**config.mk**
```make
export PLATFORM = sky130hd
export DESIGN_NAME = table_top
export DESIGN_NICKNAME = d
export VERILOG_FILES = /design/src/common/table_pkg.sv /design/src/common/vga_if.sv /design/src/rtl/table_raster.sv /design/src/card/card_deal.sv /design/src/card/card_layer.sv /design/src/rtl/draw_cursor.sv /design/src/rtl/table_top.sv
export SDC_FILE = /design/constraint.sdc
export NUM_CORES = 1
export LEC_CHECK = 0
export BUFFER_PORTS_ARGS = -buffer_cell sky130_fd_sc_hd__buf_2
export CORE_MARGIN = 1.5
export CORE_UTILIZATION = 40
export CTS_CLUSTER_SIZE = 30
export DETAILED_ROUTE_END_ITERATION = 12
export GPL_TIMING_DRIVEN = 0
export PLACE_DENSITY = 0.66
export SETUP_SLACK_MARGIN = 0.4
export SLEW_MARGIN = 20
export SYNTH_ARGS = -nofsm -noshare
export SYNTH_HDL_FRONTEND = slang
export SYNTH_SLANG_ARGS = --single-unit
```
**constraint.sdc**
```tcl
create_clock -name clk -period 3.6 [get_ports clk]
set_input_delay 0.72 -clock clk [delete_from_list [all_inputs] [get_ports clk]]
set_output_delay 0.72 -clock clk [all_outputs]
set_load 0.005 [all_outputs]
```
**src/common/table_pkg.sv**
```systemverilog
package table_pkg;

    typedef logic [10:0] coord_t;
    typedef logic [11:0] rgb_t;
    typedef logic [3:0]  rank_t;
    typedef logic [1:0]  suit_t;
    typedef logic [2:0]  slot_t;

    // Packed as {valid, suit, rank}.
    typedef logic [6:0]  card_t;

    // 800x600@60, positive syncs.
    localparam coord_t H_ACTIVE = 11'd800;
    localparam coord_t H_FP     = 11'd40;
    localparam coord_t H_SYNC   = 11'd128;
    localparam coord_t H_TOTAL  = 11'd1056;

    localparam coord_t V_ACTIVE = 11'd600;
    localparam coord_t V_FP     = 11'd1;
    localparam coord_t V_SYNC   = 11'd4;
    localparam coord_t V_TOTAL  = 11'd628;

    localparam rgb_t COLOR_FELT   = 12'h074;
    localparam rgb_t COLOR_WHITE  = 12'hfff;
    localparam rgb_t COLOR_BLACK  = 12'h000;
    localparam rgb_t COLOR_RED    = 12'he00;
    localparam rgb_t COLOR_CURSOR = 12'hff0;

    // Legal ranks are 1 to RANK_MAX.
    localparam rank_t RANK_MAX = 4'd13;

    localparam int N_SLOTS = 6;

    // Card placement, slot k starts at CARD_X0 + k * CARD_PITCH.
    localparam coord_t CARD_X0    = 11'd100;
    localparam coord_t CARD_Y0    = 11'd400;
    localparam coord_t CARD_PITCH = 11'd100;
    localparam coord_t CARD_W     = 11'd40;
    localparam coord_t CARD_H     = 11'd60;

    // Rank bar, measured inside the card.
    localparam coord_t BAR_X    = 11'd4;
    localparam coord_t BAR_W    = 11'd8;
    localparam coord_t BAR_STEP = 11'd4;

    localparam coord_t CURSOR_SIZE = 11'd8;

endpackage

```
**src/common/vga_if.sv**
```systemverilog
interface vga_if;
    import table_pkg::*;

    coord_t hcount;
    coord_t vcount;
    logic   hsync;
    logic   vsync;
    logic   hblnk;
    logic   vblnk;
    rgb_t   rgb;

    modport src (
        output hcount,
        output vcount,
        output hsync,
        output vsync,
        output hblnk,
        output vblnk,
        output rgb
    );

    modport snk (
        input hcount,
        input vcount,
        input hsync,
        input vsync,
        input hblnk,
        input vblnk,
        input rgb
    );

endinterface

```
**src/rtl/table_raster.sv**
```systemverilog
module table_raster (
    input  logic clk,
    input  logic arst_n,
    vga_if.src   vga,
    output logic frame_start
);
    import table_pkg::*;

    coord_t h_cnt;
    coord_t v_cnt;
    logic   h_active;
    logic   v_active;
    logic   h_sync_on;
    logic   v_sync_on;

    // Free-running position counters.
    always_ff @(posedge clk or negedge arst_n) begin
        if (!arst_n) begin
            h_cnt <= '0;
            v_cnt <= '0;
        end else if (h_cnt == H_TOTAL - 11'd1) begin
            h_cnt <= '0;
            if (v_cnt == V_TOTAL - 11'd1) begin
                v_cnt <= '0;
            end else begin
                v_cnt <= v_cnt + 11'd1;
            end
        end else begin
            h_cnt <= h_cnt + 11'd1;
        end
    end

    assign h_active  = (h_cnt < H_ACTIVE);
    assign v_active  = (v_cnt < V_ACTIVE);
    assign h_sync_on = (h_cnt >= H_ACTIVE + H_FP) && (h_cnt < H_ACTIVE + H_FP + H_SYNC);
    assign v_sync_on = (v_cnt >= V_ACTIVE + V_FP) && (v_cnt < V_ACTIVE + V_FP + V_SYNC);

    // Registered stream, all fields aligned to the same pixel.
    always_ff @(posedge clk or negedge arst_n) begin
        if (!arst_n) begin
            vga.hcount  <= '0;
            vga.vcount  <= '0;
            vga.hsync   <= 1'b0;
            vga.vsync   <= 1'b0;
            vga.hblnk   <= 1'b1;
            vga.vblnk   <= 1'b1;
            vga.rgb     <= COLOR_BLACK;
            frame_start <= 1'b0;
        end else begin
            vga.hcount  <= h_cnt;
            vga.vcount  <= v_cnt;
            vga.hsync   <= h_sync_on;
            vga.vsync   <= v_sync_on;
            vga.hblnk   <= !h_active;
            vga.vblnk   <= !v_active;
            vga.rgb     <= (h_active && v_active) ? COLOR_FELT : COLOR_BLACK;
            // High while pixel 0,0 leaves the raster.
            frame_start <= (h_cnt == '0) && (v_cnt == '0);
        end
    end

endmodule

```
**src/card/card_deal.sv**
```systemverilog
module card_deal (
    input  logic             clk,
    input  logic             arst_n,
    input  logic             frame_start,
    input  logic             deal,
    input  logic             clear,
    input  table_pkg::slot_t deal_slot,
    input  table_pkg::rank_t deal_rank,
    input  table_pkg::suit_t deal_suit,
    output table_pkg::card_t cards [table_pkg::N_SLOTS]
);
    import table_pkg::*;

    card_t pending [N_SLOTS];
    logic  rank_ok;
    logic  slot_ok;
    logic  deal_ok;

    assign rank_ok = (deal_rank != '0) && (deal_rank <= RANK_MAX);
    assign slot_ok = (deal_slot < N_SLOTS);
    assign deal_ok = deal && rank_ok && slot_ok;

    // Strobes land in the pending copy, clear has priority.
    always_ff @(posedge clk or negedge arst_n) begin
        if (!arst_n) begin
            for (int i = 0; i < N_SLOTS; i++) begin
                pending[i] <= '0;
            end
        end else if (clear) begin
            for (int i = 0; i < N_SLOTS; i++) begin
                pending[i] <= '0;
            end
        end else if (deal_ok) begin
            pending[deal_slot] <= {1'b1, deal_suit, deal_rank};
        end
    end

    // Visible copy only changes between frames.
    always_ff @(posedge clk or negedge arst_n) begin
        if (!arst_n) begin
            for (int i = 0; i < N_SLOTS; i++) begin
                cards[i] <= '0;
            end
        end else if (frame_start) begin
            cards <= pending;
        end
    end

endmodule

```
**src/card/card_layer.sv**
```systemverilog
module card_layer #(
    parameter table_pkg::slot_t SLOT = '0
) (
    input  logic             clk,
    input  logic             arst_n,
    input  table_pkg::card_t card,
    vga_if.snk               upstream,
    vga_if.src               downstream
);
    import table_pkg::*;

    localparam coord_t X0 = CARD_X0 + coord_t'(SLOT) * CARD_PITCH;

    logic   valid;
    suit_t  suit;
    rank_t  rank;
    coord_t lx;
    coord_t ly;
    coord_t bar_h;
    logic   in_card;
    logic   on_border;
    logic   on_bar;
    rgb_t   rgb_nxt;

    assign {valid, suit, rank} = card;

    // Position relative to the card's top-left corner.
    assign lx    = upstream.hcount - X0;
    assign ly    = upstream.vcount - CARD_Y0;
    assign bar_h = coord_t'(rank) * BAR_STEP;

    assign in_card = valid
                  && (upstream.hcount >= X0) && (upstream.hcount < X0 + CARD_W)
                  && (upstream.vcount >= CARD_Y0) && (upstream.vcount < CARD_Y0 + CARD_H);

    assign on_border = (lx == '0) || (lx == CARD_W - 11'd1)
                    || (ly == '0) || (ly == CARD_H - 11'd1);

    // Bar grows upward from the bottom inner row.
    assign on_bar = (lx >= BAR_X) && (lx < BAR_X + BAR_W)
                 && (ly + bar_h >= CARD_H - 11'd1);

    always_comb begin
        if (!in_card) begin
            rgb_nxt = upstream.rgb;
        end else if (on_border) begin
            rgb_nxt = COLOR_BLACK;
        end else if (on_bar) begin
            // Suits 0 and 1 are red.
            rgb_nxt = suit[1] ? COLOR_BLACK : COLOR_RED;
        end else begin
            rgb_nxt = COLOR_WHITE;
        end
    end

    always_ff @(posedge clk or negedge arst_n) begin
        if (!arst_n) begin
            downstream.hcount <= '0;
            downstream.vcount <= '0;
            downstream.hsync  <= 1'b0;
            downstream.vsync  <= 1'b0;
            downstream.hblnk  <= 1'b1;
            downstream.vblnk  <= 1'b1;
            downstream.rgb    <= COLOR_BLACK;
        end else begin
            downstream.hcount <= upstream.hcount;
            downstream.vcount <= upstream.vcount;
            downstream.hsync  <= upstream.hsync;
            downstream.vsync  <= upstream.vsync;
            downstream.hblnk  <= upstream.hblnk;
            downstream.vblnk  <= upstream.vblnk;
            downstream.rgb    <= rgb_nxt;
        end
    end

endmodule

```
**src/rtl/draw_cursor.sv**
```systemverilog
module draw_cursor (
    input  logic              clk,
    input  logic              arst_n,
    input  logic              frame_start,
    input  table_pkg::coord_t cursor_x,
    input  table_pkg::coord_t cursor_y,
    vga_if.snk                upstream,
    output logic              hs,
    output logic              vs,
    output logic [3:0]        r,
    output logic [3:0]        g,
    output logic [3:0]        b
);
    import table_pkg::*;

    coord_t cur_x;
    coord_t cur_y;
    coord_t dx;
    coord_t dy;
    logic   in_cursor;
    rgb_t   rgb_nxt;

    // Position is held for a whole frame.
    always_ff @(posedge clk or negedge arst_n) begin
        if (!arst_n) begin
            cur_x <= '0;
            cur_y <= '0;
        end else if (frame_start) begin
            cur_x <= cursor_x;
            cur_y <= cursor_y;
        end
    end

    assign dx = upstream.hcount - cur_x;
    assign dy = upstream.vcount - cur_y;

    assign in_cursor = !upstream.hblnk && !upstream.vblnk
                    && (upstream.hcount >= cur_x) && (dx < CURSOR_SIZE)
                    && (upstream.vcount >= cur_y) && (dy < CURSOR_SIZE);

    assign rgb_nxt = in_cursor ? COLOR_CURSOR : upstream.rgb;

    always_ff @(posedge clk or negedge arst_n) begin
        if (!arst_n) begin
            hs        <= 1'b0;
            vs        <= 1'b0;
            {r, g, b} <= COLOR_BLACK;
        end else begin
            hs        <= upstream.hsync;
            vs        <= upstream.vsync;
            {r, g, b} <= rgb_nxt;
        end
    end

endmodule

```
**src/rtl/table_top.sv**
```systemverilog
module table_top (
    input  logic              clk,
    input  logic              arst_n,
    input  logic              deal,
    input  logic              clear,
    input  table_pkg::slot_t  deal_slot,
    input  table_pkg::rank_t  deal_rank,
    input  table_pkg::suit_t  deal_suit,
    input  table_pkg::coord_t cursor_x,
    input  table_pkg::coord_t cursor_y,
    output logic              hs,
    output logic              vs,
    output logic [3:0]        r,
    output logic [3:0]        g,
    output logic [3:0]        b
);
    import table_pkg::*;

    // link[0] is the bare raster, link[N_SLOTS] has every card drawn.
    vga_if link [N_SLOTS + 1] ();

    card_t cards [N_SLOTS];
    logic  frame_start;

    table_raster u_table_raster (
        .clk,
        .arst_n,
        .vga(link[0]),
        .frame_start
    );

    card_deal u_card_deal (
        .clk,
        .arst_n,
        .frame_start,
        .deal,
        .clear,
        .deal_slot,
        .deal_rank,
        .deal_suit,
        .cards
    );

    for (genvar k = 0; k < N_SLOTS; k++) begin : g_layer
        card_layer #(
            .SLOT(slot_t'(k))
        ) u_card_layer (
            .clk,
            .arst_n,
            .card(cards[k]),
            .upstream(link[k]),
            .downstream(link[k + 1])
        );
    end

    draw_cursor u_draw_cursor (
        .clk,
        .arst_n,
        .frame_start,
        .cursor_x,
        .cursor_y,
        .upstream(link[N_SLOTS]),
        .hs,
        .vs,
        .r,
        .g,
        .b
    );

endmodule

```
======== Word-level counts from Yosys, hierarchy flattened ========
Index checks and enable logic that the tools add are counted.
storage, ports and cells
  register bits ........................... 409
  input port bits ......................... 35
  word-level logic and storage cells ...... 284
operators by class
  add/sub/neg operators ................... 22
  order comparisons ....................... 56
  equality and inequality tests ........... 14
  mux-type cells .......................... 33
  bitwise gates (word level) .............. 1
  reductions and logical operators ........ 87
operators with widths
  cell                                                                                   number
  12-bit 2-to-1 mux                                                                      25
  11-bit logical NOT                                                                     14
  11-bit by 6-bit equality test with 1-bit output, second input constant                 12
  11-bit by 9-bit greater-or-equal comparator with 1-bit output, second input constant   9
  11-bit by 9-bit subtractor with 11-bit output, second input constant                   9
  11-bit by 4-bit less-than comparator with 1-bit output, second input constant          8
  11-bit by 9-bit less-than comparator with 1-bit output, second input constant          8
  42-bit 2-to-1 mux                                                                      2
  11-bit by 6-bit adder with 11-bit output                                               6
  11-bit by 3-bit greater-or-equal comparator with 1-bit output, second input constant   6
  11-bit by 6-bit greater-or-equal comparator with 1-bit output, second input constant   6
  11-bit by 10-bit less-than comparator with 1-bit output, second input constant         6
  1-bit logical AND                                                                      49
  42-bit bitwise mux                                                                     1
  11-bit by 10-bit greater-or-equal comparator with 1-bit output, second input constant  3
  11-bit by 1-bit adder with 11-bit output, second input constant                        2
  11-bit greater-or-equal comparator                                                     2
  11-bit by 8-bit less-than comparator with 1-bit output, second input constant          2
  11-bit 2-to-1 mux                                                                      2
  11-bit subtractor                                                                      2
  7-bit demux with 3-bit select                                                          1
  1-bit logical OR                                                                       18
  7-bit 2-to-1 mux                                                                       2
  11-bit by 10-bit equality test with 1-bit output, second input constant                1
  14 further kinds                                                                       17

======== Logic depth before layout (Yosys ltp) ========
Gate-level depths: netlist of the first run.
  depth in word-level cells ............... 8
  gate-level depth with buffers ........... 11

======== Modules after synthesis ========
Synthesis of the first run repeated with hierarchy kept, for this count alone.
second synthesis, totals
  cell total of the unflattened synthesis .. 1,741
  area total of the unflattened synthesis .. 19,620.1 µm²
by module, submodules not included
  module                                 instances  cells each  area each (µm²)  sequential area each (µm²)
  card_deal                              1          242         3,433.3          2,102.0
  draw_cursor                            1          236         2,220.9          900.9
  card_layer at g_layer[4].u_card_layer  1          204         2,097.0          953.4
  card_layer at g_layer[2].u_card_layer  1          184         2,025.7          953.4
  table_raster                           1          171         2,018.2          1,253.7
  card_layer at g_layer[3].u_card_layer  1          178         2,010.7          953.4
  card_layer at g_layer[1].u_card_layer  1          183         1,979.4          953.4
  card_layer at g_layer[5].u_card_layer  1          168         1,939.4          953.4
  card_layer at g_layer[0].u_card_layer  1          175         1,895.6          953.4

======== Worst setup path after synthesis of the first run ========
OpenSTA, ideal clock, no wires.
  kind .................................... reg2reg
  from .................................... register g_layer[3].u_card_layer.downstream.vcount[4]
  to ...................................... register g_layer[4].u_card_layer.downstream.rgb[6]
  setup time .............................. 0.083 ns
  data arrival time ....................... 2.599 ns
  data required time ...................... 3.517 ns
  slack ................................... 0.919 ns
  stages on the path, launching flop included .. 11
  buffers on the path ..................... 0
  clock period less this slack ............ 2.681 ns
  path through ............................ dfrtp_1 inv_1 ha_1 inv_1 ha_1 nand2_1 or4_1 a2111o_1 a2111oi_4 o221ai_1 o21ai_0
between the ends
  cells in the longest elaborated chain, start to end .. 7
  elaborated cells on any way between the ends .. 15
  those cells by class .................... add/sub: 2; order compare: 3; eq/ne: 1; mux: 3; reduce/logical: 6
RTL lines
  item                                                           line              text
  start: declaration                                             vga_if.sv:14      output vcount,
  11-bit by 9-bit subtractor with 11-bit output                  card_layer.sv:29  assign ly = upstream.vcount - CARD_Y0;
  11-bit by 6-bit adder with 11-bit output                       card_layer.sv:41  && (ly + bar_h >= CARD_H - 11'd1);
  11-bit by 6-bit greater-or-equal comparator with 1-bit output  card_layer.sv:41
  1-bit logical AND                                              card_layer.sv:41
  12-bit 2-to-1 mux                                              card_layer.sv:48  end else if (on_bar) begin
  12-bit 2-to-1 mux                                              card_layer.sv:46  end else if (on_border) begin
  12-bit 2-to-1 mux (*)                                          card_layer.sv:44  if (!in_card) begin
  end signal: assignment                                         card_layer.sv:72  downstream.rgb <= rgb_nxt;
  end: declaration                                               vga_if.sv:19      output rgb
Mark *: on every way between the ends. The rest lies on a longest branch, timed or not.
A chain may end at the register's enable or synchronous reset.

======== Final worst setup path of the first run ========
  from .................................... register g_layer[3].u_card_layer.downstream.vcount[4]
  to ...................................... register g_layer[4].u_card_layer.downstream.rgb[10]
between the ends
  cells in the longest elaborated chain, start to end .. 7
  elaborated cells on any way between the ends .. 15
  those cells by class .................... add/sub: 2; order compare: 3; eq/ne: 1; mux: 3; reduce/logical: 6
RTL lines
  item                                                           line              text
  11-bit by 9-bit subtractor with 11-bit output                  card_layer.sv:29
  11-bit by 6-bit adder with 11-bit output                       card_layer.sv:41
  11-bit by 6-bit greater-or-equal comparator with 1-bit output  card_layer.sv:41
  1-bit logical AND                                              card_layer.sv:41
  12-bit 2-to-1 mux                                              card_layer.sv:48
  12-bit 2-to-1 mux                                              card_layer.sv:46
  12-bit 2-to-1 mux (*)                                          card_layer.sv:44
  via g_layer[4].u_card_layer.rgb_nxt[10]                        card_layer.sv:23  rgb_t rgb_nxt;
The timed path passes the listed nets; every way through them passes the cells marked *.

==> results of run 1 <==
## metrics by stage
stage | instances | setup WS, ns | util
global placement | 1909 | -3.96 | 0.427
CTS | 1973 | 0.583 | 0.461
global route | 1973 | 0.423 | 0.461
detailed placement | 1912 | 0.592 | 0.429
finish | 1973 | 0.550 | 0.461
floorplan | 1354 | 0.919 | -
## routing by layer
| metal | vias to the layer above | routed length, um | GRT usage |
|---|---|---|---|
| met3 | 95 | 1060 | 0.0249 |
| met5 | - | 0 | 0 |
| li1 | 4956 | - | - |
| met1 | 4989 | 13100 | 0.193 |
| met4 | 0 | 1420 | 0.0800 |
| met2 | 215 | 15100 | 0.285 |
## placed cells by master, fill, tap and decap left out, types with 21 or more instances in the layout
cell type	n
xor2_1	29
nand2_1	99
inv_1	104
mux2_2	33
nor2_1	85
xnor2_1	27
nand3_1	38
clkbuf_1	21
dfrtp_1	311
a21oi_1	50
buf_2	44
nor3_1	32
o21ai_0	67
ha_1	93
clkbuf_16	36
mux2i_1	35
## cell type report
class / count / area share
clock buffers: 50 / 0.0609
multi-input cells: 894 / 0.373
repair buffers: 47 / 0.0181
plain buffers: 31 / 0.00876
flip-flops and latches: 325 / 0.471
well taps: 511 / 0.0370
inverters: 104 / 0.0226
clock inverters: 11 / 0.00861
## worst register-to-register path, delay by kind of cell, from the launching register on
kind	cells	cell delay (ns)
DFF	1	0.50
buffers and inverters	2	0.20
adders and majority gates	2	0.62
and+or+nand+nor	3	0.60
AOI/OAI and AO/OA	3	1.05
## how the worst max path moves through the flow
stage | slack, ns | end
after global placement | -3.96 | u_table_raster.h_cnt[0]
after detailed placement | 0.59 | g_layer[4].u_card_layer.downstream.rgb[6]
after floorplan | 0.92 | g_layer[4].u_card_layer.downstream.rgb[6]
final | 0.55 | g_layer[4].u_card_layer.downstream.rgb[10]
after global routing | 0.42 | g_layer[4].u_card_layer.downstream.rgb[6]
after CTS | 0.58 | g_layer[4].u_card_layer.downstream.rgb[8]
## registers in the layout, indices dropped and copies added (netlist names), 18 cells and up
signal	cells
g_layer.u_card_layer.downstream.hcount	66
g_layer.u_card_layer.downstream.rgb	18
g_layer.u_card_layer.downstream.vcount	66
u_card_deal.cards	36
u_card_deal.pending	36
## power groups by stage
stage                     Clock, uW  Combinational, uW  Sequential [uW]
after global placement            0                198             3760
final                          3700                214             3690
after CTS                      3790                221             3690
after detailed placement          0                219             3760
after global routing           3950                247             3690
after floorplan                   0               88.9             3750
## logic make-up (layout without fill, tap and decap cells)
group,Yosys count,in the layout
flops,325,325
xor+xnor,56,56
buf+inv,135,243
compound gates,273,273
simple gates,398,398
mux,68,68
fa+ha+maj,99,99
==> results.yml, run 1 <==
sta:
  maxSlewHeadroom: 0.463
  fmax_mhz: 328
  fin_hold_ws_ns: 0.171
  finalHoldViolations: 0
  fin_worst_skew_ns: 0.0158
  fin_setup_tns_ns: 0
  period_share: 0.847
  rsz0062_at_grt: "no"
  period_needed_ns: 3.05
  worst_slew_pin_slew_ns: 0.797
  slew_violations: 0
  setup_violations: 0
finish:
  ff_latch_area_um2: 8150
  num_antenna_cells: 0
  multi_input_area_um2: 6440
  drive_above_1_share: 0.124
  fin_nets: 1572
  design_area_um2: 17300
  synthToLayoutAreaGrowth_pct: 14.2
  nFillCells: 3430
drt:
  drt_iter0_markers: 468
  ant_nets: 0
  viasPerCell: 5.20
  wl_per_cell_um: 15.5
  drt-total-wl_mm: 30.7
  drcViolationCount: 0
  first_pass_iters: 4
  vias: 10255
cts:
  post_cts_buffers: 0
  cts.sinks: 325
  path_clk_slew_ns: 0.06
  h-tree-depth: 2
  clock_path_buffers: 3
  cts_hold_buffers: 0
  worstSkewPairLatency_ns: 0.52
  cts_made_buffers: 35
  cts-root-buf: "clkbuf_16"
  cts_tree: "yes"
  cts_resized: 0
die:
  start_util: 0.404
  dieArea_um2: 39000
  die_h_um: 198
  ios: 49
  rows: 71
  design.core.area_um2: 37500
  fp.dieW_um: 198
synth:
  synth.top_cell.area_share: 0.514
  synth-simple-area-share: 0.139
  ys_warn_count: 0
  syn_area_um2: 15100
  synth_flop_cell: "dfrtp_1"
  synthCells: 1354
  async_reset_ff_frac: 1.00
  synthesis.nets: 1488
  synth-xor-area-share: 0.0324
  yosysTopAreaCell: "dfrtp_1"
  synth-edff-count: 0
  ys_seq_area_frac: 0.539
  ys_seq_elements: 325
  synth_compound_area_frac: 0.122
  synth.most_common_cell: "dfrtp_1"
  synthMuxAreaShare: 0.0477
  synth_fa_ha_area_frac: 0.0848
  ys_top_cells_by_count: "311 x dfrtp_1, 104 x inv_1, 99 x nand2_1"
  avgSynthCellArea_um2: 11.2
  ys_types: 87
  synth_top_family_by_area: "simple AND/OR/NAND/NOR gates"
  synth_area_leaders: "dfrtp_1 51%, ha_1 7.7%, inv_1 2.6%"
critical_path:
  path_delay_family: "compound AO/OA/AOI/OAI gates"
  ff2ff_setup_slack_ns: 0.55
  path_class: "reg2reg"
  crit_arrival_ns: 3.48
  worstSetupPathDepth: 10
  critPathRequiredTime_ns: 4.03
  path_buf_inv: 2
  worstReg2RegStart: "g_layer[3].u_card_layer.downstream.vcount[4]"
  cp_max_fo: 8
  slowest_stage: "dfrtp_1"
  startpoint: "g_layer[3].u_card_layer.downstream.vcount[4]"
  path_cells: "inv_1 -> ha_1 -> inv_1 -> ha_1 -> nand2_1 -> or4_1 -> a2111o_1 -> a2111oi_4 -> nor3b_1 -> o22ai_1"
  critPathCaptureType: "flip-flop"
  worst_setup_path_start_kind: "flip-flop"
  max_stage_delay_ns: 0.50
  r2r_cells: 10
  r2r_end: "g_layer[4].u_card_layer.downstream.rgb[10]"
global_route:
  grt_max_degree: 103
  grt_pass1_wl_mm: 51.0
  grt_usage: 0.162
  antenna_found_initial: 0
  grt_overflow: 0
  grt_pass1_vias: 10466
power_and_ir_drop:
  p_clk_frac: 0.486
  peakVddDrop_mv: 0.453
  comb_power_share: 0.028
  total_power_uw: 7600
  swShare: 0.210
  p_leak_uw: 0.00792
  seqPwrFrac: 0.486
  power_density_nw_per_um2: 440
  p_int_uw: 6010
  switchingPower_uw: 1600
min_path:
  min_path_type: "in2async"
placement:
  io_buffers: 44
  dpl_cell_area_um2: 16100
  gp_congestion: 0.887
  dp_hpwl_mm: 22.4
job:
  drv_cap: 0
outcome:
  outcome: "finished clean"
No activity file was read; power rests on OpenSTA's default activity.
==> run 2, diff against run 1 <==
Settings changed: ABC_AREA from default to 1.
Clock period 3.6 ns to 3.1 ns, I/O delays scaled along.
==> results.yml, run 2 <==
outcome:
  outcome: "finished clean"
placement:
  dp_hpwl_mm: 25.8
  gp_congestion: 0.893
  io_buffers: 47
  place_inst: 2437
sta:
  period_share: 0.771
  fin_setup_tns_ns: 0
  setup_violations: 0
  finalHoldViolations: 0
  maxSlewHeadroom: 0.482
  fmax_mhz: 418
  slew_violations: 0
  worst_slew_pin_slew_ns: 0.777
  fin_worst_skew_ns: 0.00795
  period_needed_ns: 2.39
  rsz0062_at_grt: "no"
drt:
  first_pass_iters: 7
  viasPerCell: 4.83
  drt-total-wl_mm: 34.0
  drcViolationCount: 0
  drt_iter0_markers: 721
  vias: 12081
  ant_nets: 0
  wl_per_cell_um: 13.6
job:
  drv_cap: 0
synth:
  ys_seq_elements: 325
  yosysTopAreaCell: "dfrtp_1"
  synthCells: 1862
  synth_area_leaders: "dfrtp_1 49%, nand2_1 9.4%, ha_1 7.3%"
  synth_flop_cell: "dfrtp_1"
  ys_seq_area_frac: 0.509
  ys_types: 42
  ys_warn_count: 0
  avgSynthCellArea_um2: 8.60
  synth-edff-count: 0
  ys_top_cells_by_count: "403 x nand2_1, 311 x dfrtp_1, 298 x inv_1"
  syn_area_um2: 16000
  synth.top_cell.area_share: 0.486
  synthesis.nets: 1996
  synth.most_common_cell: "nand2_1"
  async_reset_ff_frac: 1.00
critical_path:
  r2r_cells: 5
  path_cells: "clkbuf_1 -> clkbuf_1 -> clkbuf_1 -> nand2_1 -> o21ai_0"
  cp_max_fo: 10
  critPathCaptureType: "flip-flop"
  crit_arrival_ns: 2.82
  path_buf_inv: 3
  critPathMostFrequentCell: "clkbuf_1"
  worstReg2RegStart: "u_table_raster.frame_start"
  slowest_stage: "clkbuf_1"
  critPathRequiredTime_ns: 3.53
  r2r_end: "u_card_deal.cards[5]"
  path_delay_family: "buffers and inverters"
  max_stage_delay_ns: 0.61
  ff2ff_setup_slack_ns: 0.71
  worst_setup_path_start_kind: "flip-flop"
  path_class: "reg2reg"
finish:
  nFillCells: 3763
  final_common_cell: "nand2_1"
  synthToLayoutAreaGrowth_pct: 12.6
  fin_nets: 2084
  final_cell_mix: "403 x nand2_1, 311 x dfrtp_1, 298 x inv_1, 181 x nor2_1, 137 x nand3_1"
  finalNonFillerCells: 2499
  num_antenna_cells: 0
  drive_above_1_share: 0.0719
  top_regs: "g_layer.u_card_layer.downstream.hcount x66, g_layer.u_card_layer.downstream.vcount x66"
min_path:
  worstHoldPathCells: 3
  min_path_type: "in2reg"
  min_to: "u_draw_cursor.cur_y[3]"
  worstHoldStart: "cursor_y[3]"
die:
  die_h_um: 203
  start_util: 0.404
  design.core.area_um2: 39600
  rows: 73
  ios: 49
  fp.dieW_um: 203
  dieArea_um2: 41200
global_route:
  antenna_found_initial: 0
  grt_pass1_vias: 12239
  grt_usage: 0.170
  grt_max_degree: 104
  grt_overflow: 0
  grt_pass1_wl_mm: 56.9
cts:
  post_cts_buffers: 0
  cts_hold_buffers: 1
  clock_path_buffers: 3
  path_clk_slew_ns: 0.06
  cts.sinks: 325
  worstSkewPairLatency_ns: 0.52
  cts-root-buf: "clkbuf_16"
  cts_tree: "yes"
  cts_resized: 0
  cts_made_buffers: 35
  h-tree-depth: 2
power_and_ir_drop:
  p_leak_uw: 0.00904
  power_density_nw_per_um2: 470
  peakVddDrop_mv: 0.347
[run 2: cell families (layout without fill, tap and decap cells)]
| kind of cell | after synthesis | count (layout) | share of synthesized area |
|---|---|---|---|
| AOI/OAI and AO/OA | 225 | 225 | 0.0763 |
| xor gates and xnor gates | 55 | 55 | 0.0301 |
| adders and majority gates | 99 | 99 | 0.0802 |
| buffers and inverters | 322 | 434 | 0.0777 |
| DFF | 325 | 325 | 0.509 |
| muxes | 3 | 3 | 0.00203 |
| and+or+nand+nor | 833 | 833 | 0.225 |
[run 2: how the worst max path moves through the flow]
stage	startpoint	to	slack, ns	cells past startpoint
2_1_floorplan	g_layer[4].u_card_layer.downstream.vcount[2]	g_layer[5].u_card_layer.downstream.rgb[10]	1.15	13
3_3_place_gp	arst_n	u_table_raster.h_cnt[3]	-4.43	1
5_1_grt	u_table_raster.frame_start	u_card_deal.cards[26]	0.62	5
6_report	u_table_raster.frame_start	u_card_deal.cards[5]	0.71	5
4_1_cts	u_table_raster.frame_start	u_card_deal.cards[5]	0.66	5
3_5_place_dp	u_table_raster.frame_start	u_card_deal.cards[5]	0.71	5
[run 2: metal layers]
metal	part of all wire	routed length, um	vias up	global-route usage
met3	0.036	1240	86	0.0287
met4	0.041	1410	0	0.0762
met5	0	0	-	0
met2	0.51	17200	214	0.311
met1	0.42	14200	5659	0.194
li1	-	-	6122	-
[run 2: cell type report]
type                            count  area [um2]  area share
Timing Repair Buffer               51         338      0.0187
Multi-Input combinational cell   1215        6620       0.367
Clock inverter                     13        85.1     0.00472
Inverter                          298        1120      0.0620
Clock buffer                       48         945      0.0524
Sequential cell                   325        8150       0.452
Tap cell                          525         657      0.0364
Buffer                             24         125     0.00694
[run 2: worst reg2reg max path: cells and delay by family (launching register included)]
| kind | cells | cell delay, ns |
|---|---|---|
| flops | 1 | 0.37 |
| buf+inv | 3 | 1.54 |
| simple gates | 1 | 0.25 |
| compound gates | 1 | 0.14 |
[run 2: where the power goes]
group,internal [uW],switching [uW]
Combinational,112,249
Clock,2150,1650
Sequential,4290,26.4
[run 2: stage by stage]
stage	total power [uW]	hold WS (ns)	setup WS, ns	cell area, um2	util
2_1_floorplan	4570	0.324	1.15	16000	-
4_1_cts	8610	0.286	0.663	18000	0.455
6_report	8470	0.307	0.708	18000	0.455
3_3_place_gp	4730	0.334	-4.43	16900	0.426
5_1_grt	8840	0.304	0.620	18000	0.455
3_5_place_dp	4760	0.336	0.708	17000	0.429
